$ cat config.mk
export PLATFORM = sky130hd
export DESIGN_NAME = icache_ctrl
export DESIGN_NICKNAME = d
export VERILOG_FILES = /design/src/common/icache_pkg.sv /design/src/icache_ctrl/icache_ctrl.sv
export SDC_FILE = /design/constraint.sdc
export NUM_CORES = 1
export LEC_CHECK = 0
export ABC_CLOCK_PERIOD_IN_PS = 4960
export BUFFER_PORTS_ARGS = -buffer_cell sky130_fd_sc_hd__buf_2
export CAP_MARGIN = 15
export CORE_MARGIN = 3
export CORE_UTILIZATION = 43
export CTS_CLUSTER_SIZE = 14
export DETAILED_ROUTE_END_ITERATION = 6
export PLACE_DENSITY = 0.9
export SYNTH_ARGS = -nofsm -noshare
export SYNTH_HDL_FRONTEND = slang
export SYNTH_SLANG_ARGS = --single-unit
$ cat constraint.sdc
create_clock -name clk_i -period 4.96 [get_ports clk_i]
set_input_delay 0.992 -clock clk_i [delete_from_list [all_inputs] [get_ports clk_i]]
set_output_delay 0.992 -clock clk_i [all_outputs]
set_load 0.005 [all_outputs]
$ cat src/common/icache_pkg.sv
// Geometry, width types, bus structs and controller states of the instruction cache
// All cache modules refer to these by scoped name
`default_nettype none

package icache_pkg;

  // ==============================
  // Geometry
  // ==============================
  localparam int ADDR_W  = 32;
  localparam int WORD_W  = 32;
  localparam int LINE_W  = 128;
  localparam int NUM_WAY = 4;
  localparam int NUM_SET = 16;

  // Derived field widths of a byte address
  localparam int WORD_SEL_W = $clog2(LINE_W / WORD_W);
  localparam int IDX_W      = $clog2(NUM_SET);
  localparam int BYTE_OFF_W = $clog2(LINE_W / 8);
  localparam int TAG_W      = ADDR_W - IDX_W - BYTE_OFF_W;
  // Tree PLRU keeps one bit per inner node
  localparam int NODE_W     = NUM_WAY - 1;

  // ==============================
  // Vector types
  // ==============================
  typedef logic [ADDR_W-1:0]     addr_t;
  typedef logic [WORD_W-1:0]     word_t;
  typedef logic [LINE_W-1:0]     line_t;
  typedef logic [TAG_W-1:0]      tag_t;
  typedef logic [IDX_W-1:0]      idx_t;
  typedef logic [WORD_SEL_W-1:0] word_sel_t;
  // One bit per way, one-hot for hit, victim and fill
  typedef logic [NUM_WAY-1:0]    way_vec_t;
  typedef logic [NODE_W-1:0]     plru_node_t;

  // ==============================
  // Bus structs
  // ==============================
  typedef struct packed {
    addr_t addr;
  } cpu_req_t;

  typedef struct packed {
    word_t data;
    logic  miss;   // Access needed a refill
  } cpu_rsp_t;

  // Line address, offset bits always zero
  typedef struct packed {
    addr_t line_addr;
  } mem_req_t;

  // Controller states, sweep first so reset lands in it
  typedef enum logic [2:0] {
    SWEEP,
    IDLE,
    LOOKUP,
    REFILL,
    REFILL_END,
    RESPOND
  } ctrl_state_e;

endpackage

`default_nettype wire
$ cat src/icache_ctrl/icache_ctrl.sv
// Cache FSM: sweep, lookup, line refill and both four-phase handshakes
// Owns the request address, the array index and every store write enable
`timescale 1ns/1ps
`default_nettype none

module icache_ctrl (
  input  logic                   clk_i,
  input  logic                   rst_ni,
  input  logic                   cpu_req_valid_i,
  input  icache_pkg::cpu_req_t   cpu_req_i,
  input  logic                   flush_i,
  input  logic                   mem_ack_i,
  input  icache_pkg::way_vec_t   hit_way_i,
  input  icache_pkg::way_vec_t   victim_way_i,
  input  icache_pkg::idx_t       sweep_idx_i,
  input  logic                   sweep_last_i,
  output logic                   cpu_ack_o,
  output logic                   cpu_miss_o,
  output logic                   mem_req_valid_o,
  output icache_pkg::mem_req_t   mem_req_o,
  output logic                   flush_busy_o,
  output logic                   sweep_en_o,
  output icache_pkg::idx_t       array_idx_o,
  output icache_pkg::tag_t       lookup_tag_o,
  output icache_pkg::word_sel_t  word_sel_o,
  output icache_pkg::way_vec_t   fill_way_o,
  output logic                   fill_en_o,
  output logic                   clear_en_o,
  output logic                   touch_en_o,
  output icache_pkg::way_vec_t   touch_way_o,
  output logic                   load_hit_o,
  output logic                   load_fill_o
);

  icache_pkg::ctrl_state_e state_q;
  icache_pkg::ctrl_state_e state_d;
  icache_pkg::addr_t       req_addr_q;
  icache_pkg::way_vec_t    fill_way_q;
  logic                    ack_q;
  logic                    mem_req_q;
  logic                    miss_q;
  logic                    lookup_hit;

  assign lookup_hit = |hit_way_i;

  // ==============================
  // Next state
  // ==============================
  always_comb begin
    state_d = state_q;
    unique case (state_q)
      icache_pkg::SWEEP: begin
        if (sweep_last_i) begin
          state_d = icache_pkg::IDLE;
        end
      end
      icache_pkg::IDLE: begin
        // Invalidate wins over a waiting request
        if (flush_i) begin
          state_d = icache_pkg::SWEEP;
        end else if (cpu_req_valid_i) begin
          state_d = icache_pkg::LOOKUP;
        end
      end
      icache_pkg::LOOKUP: begin
        state_d = lookup_hit ? icache_pkg::RESPOND : icache_pkg::REFILL;
      end
      icache_pkg::REFILL: begin
        if (mem_ack_i) begin
          state_d = icache_pkg::REFILL_END;
        end
      end
      // Memory ack must fall before the CPU sees its answer
      icache_pkg::REFILL_END: begin
        if (!mem_ack_i) begin
          state_d = icache_pkg::RESPOND;
        end
      end
      icache_pkg::RESPOND: begin
        if (!cpu_req_valid_i) begin
          state_d = icache_pkg::IDLE;
        end
      end
      default: state_d = icache_pkg::IDLE;
    endcase
  end

  // Handshake outputs are registered, one cycle behind the state
  always_ff @(posedge clk_i) begin
    if (!rst_ni) begin
      state_q   <= icache_pkg::SWEEP;
      ack_q     <= 1'b0;
      mem_req_q <= 1'b0;
      miss_q    <= 1'b0;
    end else begin
      state_q   <= state_d;
      ack_q     <= (state_q == icache_pkg::RESPOND) && cpu_req_valid_i;
      // Held until the first ack cycle
      mem_req_q <= (state_q == icache_pkg::REFILL) && !mem_ack_i;
      if (state_q == icache_pkg::LOOKUP) begin
        miss_q <= !lookup_hit;
      end
    end
  end

  // Request address and chosen victim
  always_ff @(posedge clk_i) begin
    if (state_q == icache_pkg::IDLE && cpu_req_valid_i) begin
      req_addr_q <= cpu_req_i.addr;
    end
    if (state_q == icache_pkg::LOOKUP) begin
      fill_way_q <= victim_way_i;
    end
  end

  // Array index: sweep counter, incoming address in IDLE, held address otherwise
  always_comb begin
    if (state_q == icache_pkg::SWEEP) begin
      array_idx_o = sweep_idx_i;
    end else if (state_q == icache_pkg::IDLE) begin
      array_idx_o = cpu_req_i.addr[icache_pkg::BYTE_OFF_W +: icache_pkg::IDX_W];
    end else begin
      array_idx_o = req_addr_q[icache_pkg::BYTE_OFF_W +: icache_pkg::IDX_W];
    end
  end

  assign lookup_tag_o = req_addr_q[icache_pkg::ADDR_W-1 -: icache_pkg::TAG_W];
  assign word_sel_o   = req_addr_q[icache_pkg::BYTE_OFF_W-1 -: icache_pkg::WORD_SEL_W];

  // ==============================
  // Store enables
  // ==============================
  assign sweep_en_o  = (state_q == icache_pkg::SWEEP);
  assign clear_en_o  = sweep_en_o;
  assign load_hit_o  = (state_q == icache_pkg::LOOKUP) && lookup_hit;
  // Line lands on the first memory ack cycle
  assign fill_en_o   = (state_q == icache_pkg::REFILL) && mem_ack_i;
  assign load_fill_o = fill_en_o;
  assign fill_way_o  = fill_way_q;
  assign touch_en_o  = load_hit_o || fill_en_o;
  assign touch_way_o = (state_q == icache_pkg::LOOKUP) ? hit_way_i : fill_way_q;

  assign cpu_ack_o       = ack_q;
  assign cpu_miss_o      = miss_q;
  assign mem_req_valid_o = mem_req_q;
  assign flush_busy_o    = sweep_en_o;
  assign mem_req_o       = '{line_addr: {req_addr_q[icache_pkg::ADDR_W-1:icache_pkg::BYTE_OFF_W],
                                         {icache_pkg::BYTE_OFF_W{1'b0}}}};

endmodule

`default_nettype wire

==> impl_metrics.tcl, run 1 <==
set metrics [dict create \
    status "completed" \
    final_nets 276 \
    clk_latency_ns 0.28 \
    clk_pin_slew_ns 0.07 \
    start_util 0.4680 \
    grt_usage 0.1543 \
    cp_common_cell "buf_2" \
    core_region_area_mm2 0.003826 \
    cp-end-kind "output port" \
    grt_pass1_vias 1253 \
    combPwrFrac 0.179 \
    min_path_type "reg2reg" \
    cts_tree "yes" \
    p_clk_frac 0.267 \
    placement.io_buffers 123 \
    wirelength_um 3897 \
    wire_per_inst_um 14.22 \
    hpwl_um 3101 \
    setup_slack_ns 1.991 \
    drc 0 \
    p_int_mw 0.5606 \
    fmax_mhz 336.8 \
    critical_path_class "in2out" \
    yosys.cell_count.top_type "edfxtp_1" \
    arrival_ns 1.98 \
    seqPwrFrac 0.554 \
    critical_path_required_ns 3.97 \
    first_iter_violations 62 \
    layout-drive-gt1-share 0.6372 \
    hold_buffers 0 \
    crit_fanout 4 \
    overflow 0 \
    row_count 22 \
    setup_viol 0 \
    vias 1295 \
    antenna_found_initial 0 \
    postCtsResizedCells 0 \
    synth_enable_flop_cells 34 \
    critPathLaunchType "input port" \
    power_density_mw_per_mm2 327.1 \
    cts.sinks 40 \
    syn_inst 127 \
    n_antenna_cell 0 \
    power_leakage_nw 1.039 \
    maxSlewHeadroom 0.5485 \
    yosys.area.top_type "edfxtp_1" \
    sw_frac_of_total 0.2554 \
    ys_seq_area_frac 0.6373 \
    synth_cell_types 32 \
    hold_viol 0 \
    synthTopCellsByCount "34 x edfxtp_1, 32 x buf_4, 7 x mux2i_1, 7 x nand2_1, 6 x dfxtp_1" \
    drv_slew 0 \
    die_h_um 70.53 \
    synth_area_leaders "edfxtp_1 57%, buf_4 13%, dfxtp_1 6.7%" \
    rsz0062_at_grt "no" \
    area_delta_synth_final_pct 28.58 \
    synth_top_area_share 0.5702 \
    async_flop_share 0 \
    tightest_slew_ns 0.6763 \
    place_ws_ns 1.982 \
    grt_max_degree 21 \
    ant_nets 0 \
    p_total_mw 0.7530 \
    grt_pass1_wl_um 6016 \
    post_cts_buffers 0 \
    period_share 0.5985 \
    cap_violations 0 \
    ys_ff_latch 40 \
    cts-root-buf "clkbuf_8" \
    vdd_drop_max_v 0.0001586 \
    die_w_um 70.53 \
    viasPerCell 4.726 \
    crit_chain "buf_2 -> nor4_2 -> nor2b_1 -> or2_1 -> buf_2" \
    synth_warnings 0 \
    fin_crit_ns 2.969 \
    die_area_mm2 0.004974 \
    synthFlopType "edfxtp_1" \
    ios 130 \
    switchingPower_mw 0.1923 \
    skew_ns 0.002891 \
    synth_area_mm2 0.001790 \
    cp_slowest_cell "nor4_2" \
    clock_path_buffers 2 \
    gp_congestion 0.7405 \
    finalSetupTns_ns 0 \
    numCtsBuffers 5 \
    cts.htree.levels 2 \
    syn_avg_cell_area_um2 14.10 \
    firstDrtPassIters 4 \
    max_stage_delay_ns 0.42 \
]
worst paths after layout:
check / startpoint / endpoint / slack (ns) / depth (start not counted)
max: hit_way_i[0] / touch_en_o / 1.99 / 5
min: cpu_miss_o$_SDFFE_PN0P_ / cpu_miss_o$_SDFFE_PN0P_ / 0.53 / 2
max reg2reg: state_q[0]$_SDFFE_PN0P_ / req_addr_q[7]$_DFFE_PP_ / 2.87 / 3
min reg2reg: cpu_miss_o$_SDFFE_PN0P_ / cpu_miss_o$_SDFFE_PN0P_ / 0.53 / 2
metrics by stage:
stage	instances	hold slack [ns]	util	instance area [um^2]
2_1_floorplan	130	0.5073	-	1802
3_3_place_gp	267	0.4976	0.5804	2221
3_5_place_dp	267	0.5137	0.5804	2221
4_1_cts	274	0.5334	0.6017	2302
5_1_grt	274	0.5750	0.6017	2302
6_report	274	0.5291	0.6017	2302
cell families after synthesis:
| kind of cell | count (synthesis) | share of synthesized area |
|---|---|---|
| AND/OR/NAND/NOR | 28 | 0.1034 |
| flip-flops | 40 | 0.6373 |
| buffers and inverters | 36 | 0.1509 |
| other | 1 | 0.002094 |
| multiplexers | 11 | 0.06429 |
| AO/OA/AOI/OAI | 11 | 0.04193 |
power groups by stage:
stage               logic [mW]  clock network [mW]  registers (mW)
floorplan               0.0932                   0           0.419
global placement         0.134                   0           0.423
CTS                      0.137               0.209           0.417
detailed placement       0.137                   0           0.425
global route             0.150               0.222           0.421
finish                   0.134               0.201           0.417
cell usage in the layout (no fill, tap or decap):
| cell | count |
|---|---|
| conb_1 | 4 |
| a21oi_1 | 1 |
| nand4bb_1 | 1 |
| clkbuf_8 | 5 |
| nor4b_2 | 1 |
| o41ai_1 | 1 |
| nor4_2 | 1 |
| and2_1 | 1 |
| and3_2 | 1 |
| o21ai_0 | 5 |
| nand2_1 | 7 |
| buf_2 | 123 |
| nor2_2 | 1 |
| a211oi_1 | 1 |
| or2b_1 | 1 |
| nor2b_1 | 2 |
| inv_2 | 1 |
| o31ai_1 | 1 |
| o32ai_1 | 1 |
| nor2_1 | 4 |
| and2b_1 | 1 |
| mux2_2 | 4 |
| nor3b_4 | 1 |
| or2_1 | 1 |
| o211ai_2 | 1 |
| or4_4 | 1 |
| mux2i_1 | 7 |
| buf_4 | 1 |
| nor3_1 | 2 |
| clkinvlp_4 | 1 |
| edfxtp_1 | 34 |
| dfxtp_1 | 6 |
| or2_2 | 1 |
| clkinv_2 | 1 |
| nand3b_1 | 1 |
per-layer routing:
layer | vias to the layer above | routed length, um | global-route usage
met1 | 581 | 1484 | 0.1710
met3 | 7 | 475 | 0.06392
met2 | 89 | 1884 | 0.2723
li1 | 618 | - | -
met5 | - | 0 | 0
met4 | 0 | 53 | 0.04384
state kept, by name, summed over array words and instances (netlist names):
| signal | count |
|---|---|
| cpu_ack_o | 1 |
| state_q | 3 |
| mem_req_valid_o | 1 |
| fill_way_o | 4 |
| req_addr_q | 30 |
| cpu_miss_o | 1 |
worst max-delay path: cells and delay by family:
| family | cells | cell delay (ns) |
|---|---|---|
| simple gates | 3 | 0.75 |
| buf+inv | 2 | 0.23 |
cell type report:
| cell class | count | area (um^2) |
|---|---|---|
| flip-flops and latches | 40 | 1141 |
| multi-input cells | 54 | 392.9 |
| clock buffers | 5 | 68.82 |
| well taps | 48 | 60.06 |
| fillers | 321 | 1524 |
| inverters | 1 | 3.754 |
| repair buffers | 124 | 623.1 |
| clock inverters | 2 | 12.51 |
Note: power is estimated with default switching activity, not from simulation.
==> run 2: changes to the inputs <==
ABC_CLOCK_PERIOD_IN_PS = 2850   (was 4960)
CORE_UTILIZATION = 40   (was 43)
PLACE_DENSITY = 0.85   (was 0.9)
clock period = 2.85 ns   (was 4.96 ns; I/O delays follow)
==> impl_metrics.tcl, run 2 (synthesized netlist as in run 1, its figures left out) <==
set metrics [dict create \
    grt_pass1_wl_um 5513 \
    ios 130 \
    vias 1311 \
    die_w_um 72.91 \
    maxSlewHeadroom 0.5675 \
    cp_top_family "simple AND/OR/NAND/NOR gates" \
    max_stage_delay_ns 0.55 \
    rr_worst_depth 3 \
    core_region_area_mm2 0.004144 \
    fill_cells 353 \
    crit_fanout 14 \
    switchingPower_mw 0.3273 \
    power_leakage_nw 1.047 \
    sw_frac_of_total 0.2496 \
    hold_path_end "req_addr_q[16]$_DFFE_PP_" \
    p_clk_frac 0.265 \
    grt_usage 0.1395 \
    final_nets 277 \
    hpwl_um 3130 \
    cts.htree.levels 2 \
    vdd_drop_max_v 0.0002566 \
    layout_common_cells "123 x buf_2, 34 x edfxtp_1, 7 x mux2i_1, 7 x nand2_1, 6 x dfxtp_1" \
    overflow 0 \
    wirelength_um 3872 \
    seqPwrFrac 0.553 \
    area_delta_synth_final_pct 29.14 \
    drc 0 \
    hold_viol 0 \
    post_cts_buffers 0 \
    critPathLaunchType "flip-flop" \
    combPwrFrac 0.182 \
    arrival_ns 1.86 \
    cp-end-kind "output port" \
    grt_pass1_vias 1148 \
    clock_path_buffers 2 \
    wire_per_inst_um 13.93 \
    p_int_mw 0.9841 \
    viasPerCell 4.716 \
    drv_slew 0 \
    cap_violations 0 \
    cp_slowest_cell "nor3b_4" \
    numCtsBuffers 5 \
    hold_buffers 0 \
    layout-drive-gt1-share 0.6316 \
    postCtsResizedCells 0 \
    die_h_um 72.91 \
    layout_commonest_cell "buf_2" \
    clk_latency_ns 0.28 \
    row_count 23 \
    n_antenna_cell 0 \
    cts-root-buf "clkbuf_8" \
    setup_viol 0 \
    tightest_slew_ns 0.6478 \
    die_area_mm2 0.005315 \
    worstHoldStart "cpu_req_i[16]" \
    period_share 0.8525 \
    r2r_slack_ns 1.20 \
    power_density_mw_per_mm2 567.1 \
    gp_congestion 0.8066 \
    clk_pin_slew_ns 0.07 \
    worst-path-buf-inv 1 \
    finalSetupTns_ns 0 \
    timing.rr.end "req_addr_q[15]$_DFFE_PP_" \
    largest_reg_flops 30 \
    multi_input_area_um2 392.9 \
    fin_crit_ns 2.430 \
    cts.sinks 40 \
    rsz0062_at_grt "no" \
    ant_nets 0 \
    firstDrtPassIters 4 \
    utilization 0.5580 \
    rr_startpoint "state_q[0]$_SDFFE_PN0P_" \
    grt_max_degree 16 \
    critical_path_class "reg2out" \
    status "completed" \
    seqCellArea_mm2 0.001141 \
    skew_ns 0.002157 \
    cts_tree "yes" \
    antenna_found_initial 0 \
    first_iter_violations 68 \
    placement.io_buffers 123 \
    critical_path_required_ns 2.28 \
    whs_path_depth 1 \
    crit_chain "nor3b_4 -> mux2_2 -> buf_2" \
    start_util 0.4321 \
    min_path_type "in2reg" \
    fmax_mhz 411.6 \
    largest-register "req_addr_q" \
]
==> run 2: changes by cell type in the layout (fill, tap and decap cells not counted), sizes merged <==
cell      before  now
buf          124  125
clkbuf         5    7
clkinvlp       1    0
==> run 2: cell type report <==
class / count / share of cell area
repair buffers: 125 / 0.2727
clock buffers: 7 / 0.03301
well taps: 50 / 0.02706
clock inverters: 1 / 0.002164
inverters: 1 / 0.001623
flip-flops and latches: 40 / 0.4935
multi-input cells: 54 / 0.1699
==> run 2: layer usage <==
layer | global-route usage | share of wire | vias to the layer above
li1 | - | - | 620
met1 | 0.1524 | 0.37 | 587
met2 | 0.2395 | 0.49 | 97
met3 | 0.06336 | 0.13 | 7
met4 | 0.04713 | 0.014 | 0
met5 | 0 | 0 | -
==> run 2: through the flow <==
| step | hold slack [ns] | power (mW) | worst slack, ns | instances | cell area, um^2 |
|---|---|---|---|---|---|
| after detailed placement | 0.5104 | 0.9806 | 0.7035 | 270 | 2231 |
| after global routing | 0.4397 | 1.377 | 0.3331 | 278 | 2312 |
| after CTS | 0.4472 | 1.331 | 0.3933 | 278 | 2312 |
| final | 0.4600 | 1.311 | 0.4205 | 278 | 2312 |
| after global placement | 0.4980 | 0.9719 | 0.7412 | 270 | 2231 |
| after floorplan | 0.5073 | 0.8921 | 0.2492 | 130 | 1802 |
==> run 2: power by group through the flow <==
stage,Combinational [mW],Sequential (mW),Clock [mW]
2_1_floorplan,0.162,0.730,0
3_3_place_gp,0.236,0.736,0
3_5_place_dp,0.242,0.738,0
4_1_cts,0.243,0.726,0.363
5_1_grt,0.262,0.730,0.385
6_report,0.239,0.725,0.348
==> run 2: worst max-delay path by stage <==
stage                                       start  slack, ns                  endpoint  depth (start not counted)
after detailed placement  state_q[0]$_SDFFE_PN0P_       0.70            touch_way_o[1]                          3
final                     state_q[0]$_SDFFE_PN0P_       0.42            touch_way_o[1]                          3
after floorplan           state_q[2]$_SDFFE_PN0P_       0.25  req_addr_q[10]$_DFFE_PP_                          4
after global placement    state_q[0]$_SDFFE_PN0P_       0.74            touch_way_o[0]                          3
after CTS                 state_q[0]$_SDFFE_PN0P_       0.39            touch_way_o[1]                          3
after global routing      state_q[0]$_SDFFE_PN0P_       0.33            touch_way_o[1]                          3
==> run 3: changes to the inputs <==
CAP_MARGIN = unset   (was 15)
CORE_MARGIN = 4   (was 3)
==> impl_metrics.tcl, run 3 (synthesized netlist as in run 1, its figures left out) <==
set metrics [dict create \
    arrival_ns 1.87 \
    grt_pass1_wl_um 4809 \
    rsz0062_at_grt "no" \
    gp_congestion 0.7882 \
    power_density_mw_per_mm2 565.0 \
    area_delta_synth_final_pct 29.00 \
    fin_crit_ns 2.439 \
    largest-register "req_addr_q" \
    hold_viol 0 \
    n_antenna_cell 0 \
    finalSetupTns_ns 0 \
    row_count 24 \
    clock_path_buffers 2 \
    die_w_um 74.91 \
    drv_slew 0 \
    min_path_type "in2reg" \
    placement.io_buffers 123 \
    critPathLaunchType "flip-flop" \
    busiest_layer "met2" \
    critical_path_class "reg2out" \
    skew_ns 0.002983 \
    layout-drive-gt1-share 0.6300 \
    layout_common_cells "123 x buf_2, 34 x edfxtp_1, 7 x mux2i_1, 7 x nand2_1, 6 x dfxtp_1" \
    critical_path_required_ns 2.28 \
    hpwl_um 2857 \
    start_util 0.4112 \
    wire_per_inst_um 12.98 \
    viasPerCell 4.548 \
    clk_latency_ns 0.28 \
    cap_violations 0 \
    ant_nets 0 \
    final_nets 276 \
    grt_use_met1 0.1330 \
    cp-end-kind "output port" \
    fmax_mhz 410.1 \
    cts_tree "yes" \
    antenna_found_initial 0 \
    power_leakage_nw 1.038 \
    core_region_area_mm2 0.004354 \
    gr-usage-met3 0.05340 \
    grt_util_met2 0.1944 \
    layout_commonest_cell "buf_2" \
    period_share 0.8557 \
    grt_max_degree 31 \
    crit_fanout 14 \
    cts.htree.levels 2 \
    largest_reg_flops 30 \
    ios 130 \
    overflow 0 \
    wirelength_um 3622 \
    firstDrtPassIters 4 \
    vias 1269 \
    cts.sinks 40 \
    clk_pin_slew_ns 0.07 \
    status "completed" \
    setup_viol 0 \
    tightest_slew_ns 0.6186 \
    grt_pass1_vias 1047 \
    first_iter_violations 39 \
    cts-root-buf "clkbuf_8" \
    numCtsBuffers 5 \
    post_cts_buffers 0 \
    drc 0 \
    hold_buffers 0 \
    grt_usage 0.1162 \
    die_area_mm2 0.005611 \
    holdWs_ns 0.4590 \
    vdd_drop_max_v 0.0002709 \
    maxSlewHeadroom 0.5870 \
    postCtsResizedCells 0 \
    die_h_um 74.91 \
]
run 3: cell count changes in the layout (fill, tap and decap cells not counted):
cell        delta
buf_4          -1
clkbuf_1       -1
clkinv_1       +1
clkinv_2       -1
clkinvlp_4     +1
run 3: worst max-delay path, stage by stage (launching register included):
cell and delay, ns:
dfxtp_1 0.50, nor3b_4 0.56, mux2_2 0.39, buf_2 0.13
run 3: per-layer routing:
layer / part of all wire / vias up
li1: - / 617
met1: 0.35 / 567
met2: 0.50 / 80
met3: 0.14 / 5
met4: 0.0091 / 0
met5: 0 / -
run 3: worst paths after layout:
kind	from	endpoint	slack (ns)	cells past startpoint
worst max-delay path	state_q[0]$_SDFFE_PN0P_	touch_way_o[2]	0.41	3
worst min register to register	cpu_miss_o$_SDFFE_PN0P_	cpu_miss_o$_SDFFE_PN0P_	0.51	2
worst max register to register	state_q[0]$_SDFFE_PN0P_	req_addr_q[23]$_DFFE_PP_	1.14	3
worst min-delay path	cpu_req_i[11]	req_addr_q[11]$_DFFE_PP_	0.46	1
run 3: through the flow:
stage | utilization | cells | total power, mW | area (um^2) | worst slack (ns)
floorplan | - | 130 | 0.8921 | 1802 | 0.2492
global placement | 0.5112 | 271 | 0.9673 | 2226 | 0.7086
detailed placement | 0.5112 | 271 | 0.9736 | 2226 | 0.6727
CTS | 0.5305 | 279 | 1.329 | 2310 | 0.3908
global route | 0.5305 | 279 | 1.385 | 2310 | 0.3114
finish | 0.5305 | 279 | 1.305 | 2310 | 0.4113
run 3: layout make-up:
cell class | count | area, um^2
fillers | 383 | 2044
flip-flops and latches | 40 | 1141
repair buffers | 124 | 623.1
multi-input cells | 54 | 392.9
clock buffers | 6 | 72.57
well taps | 52 | 65.06
clock inverters | 2 | 11.26
inverters | 1 | 3.754
run 3: report_power, final:
group | leakage (nW) | total [mW] | switching (mW) | internal [mW]
registers | 0.361 | 0.724 | 0.0351 | 0.689
clock network | 0.0388 | 0.349 | 0.180 | 0.169
logic | 0.638 | 0.232 | 0.111 | 0.121
total | 1.04 | 1.30 | 0.325 | 0.980
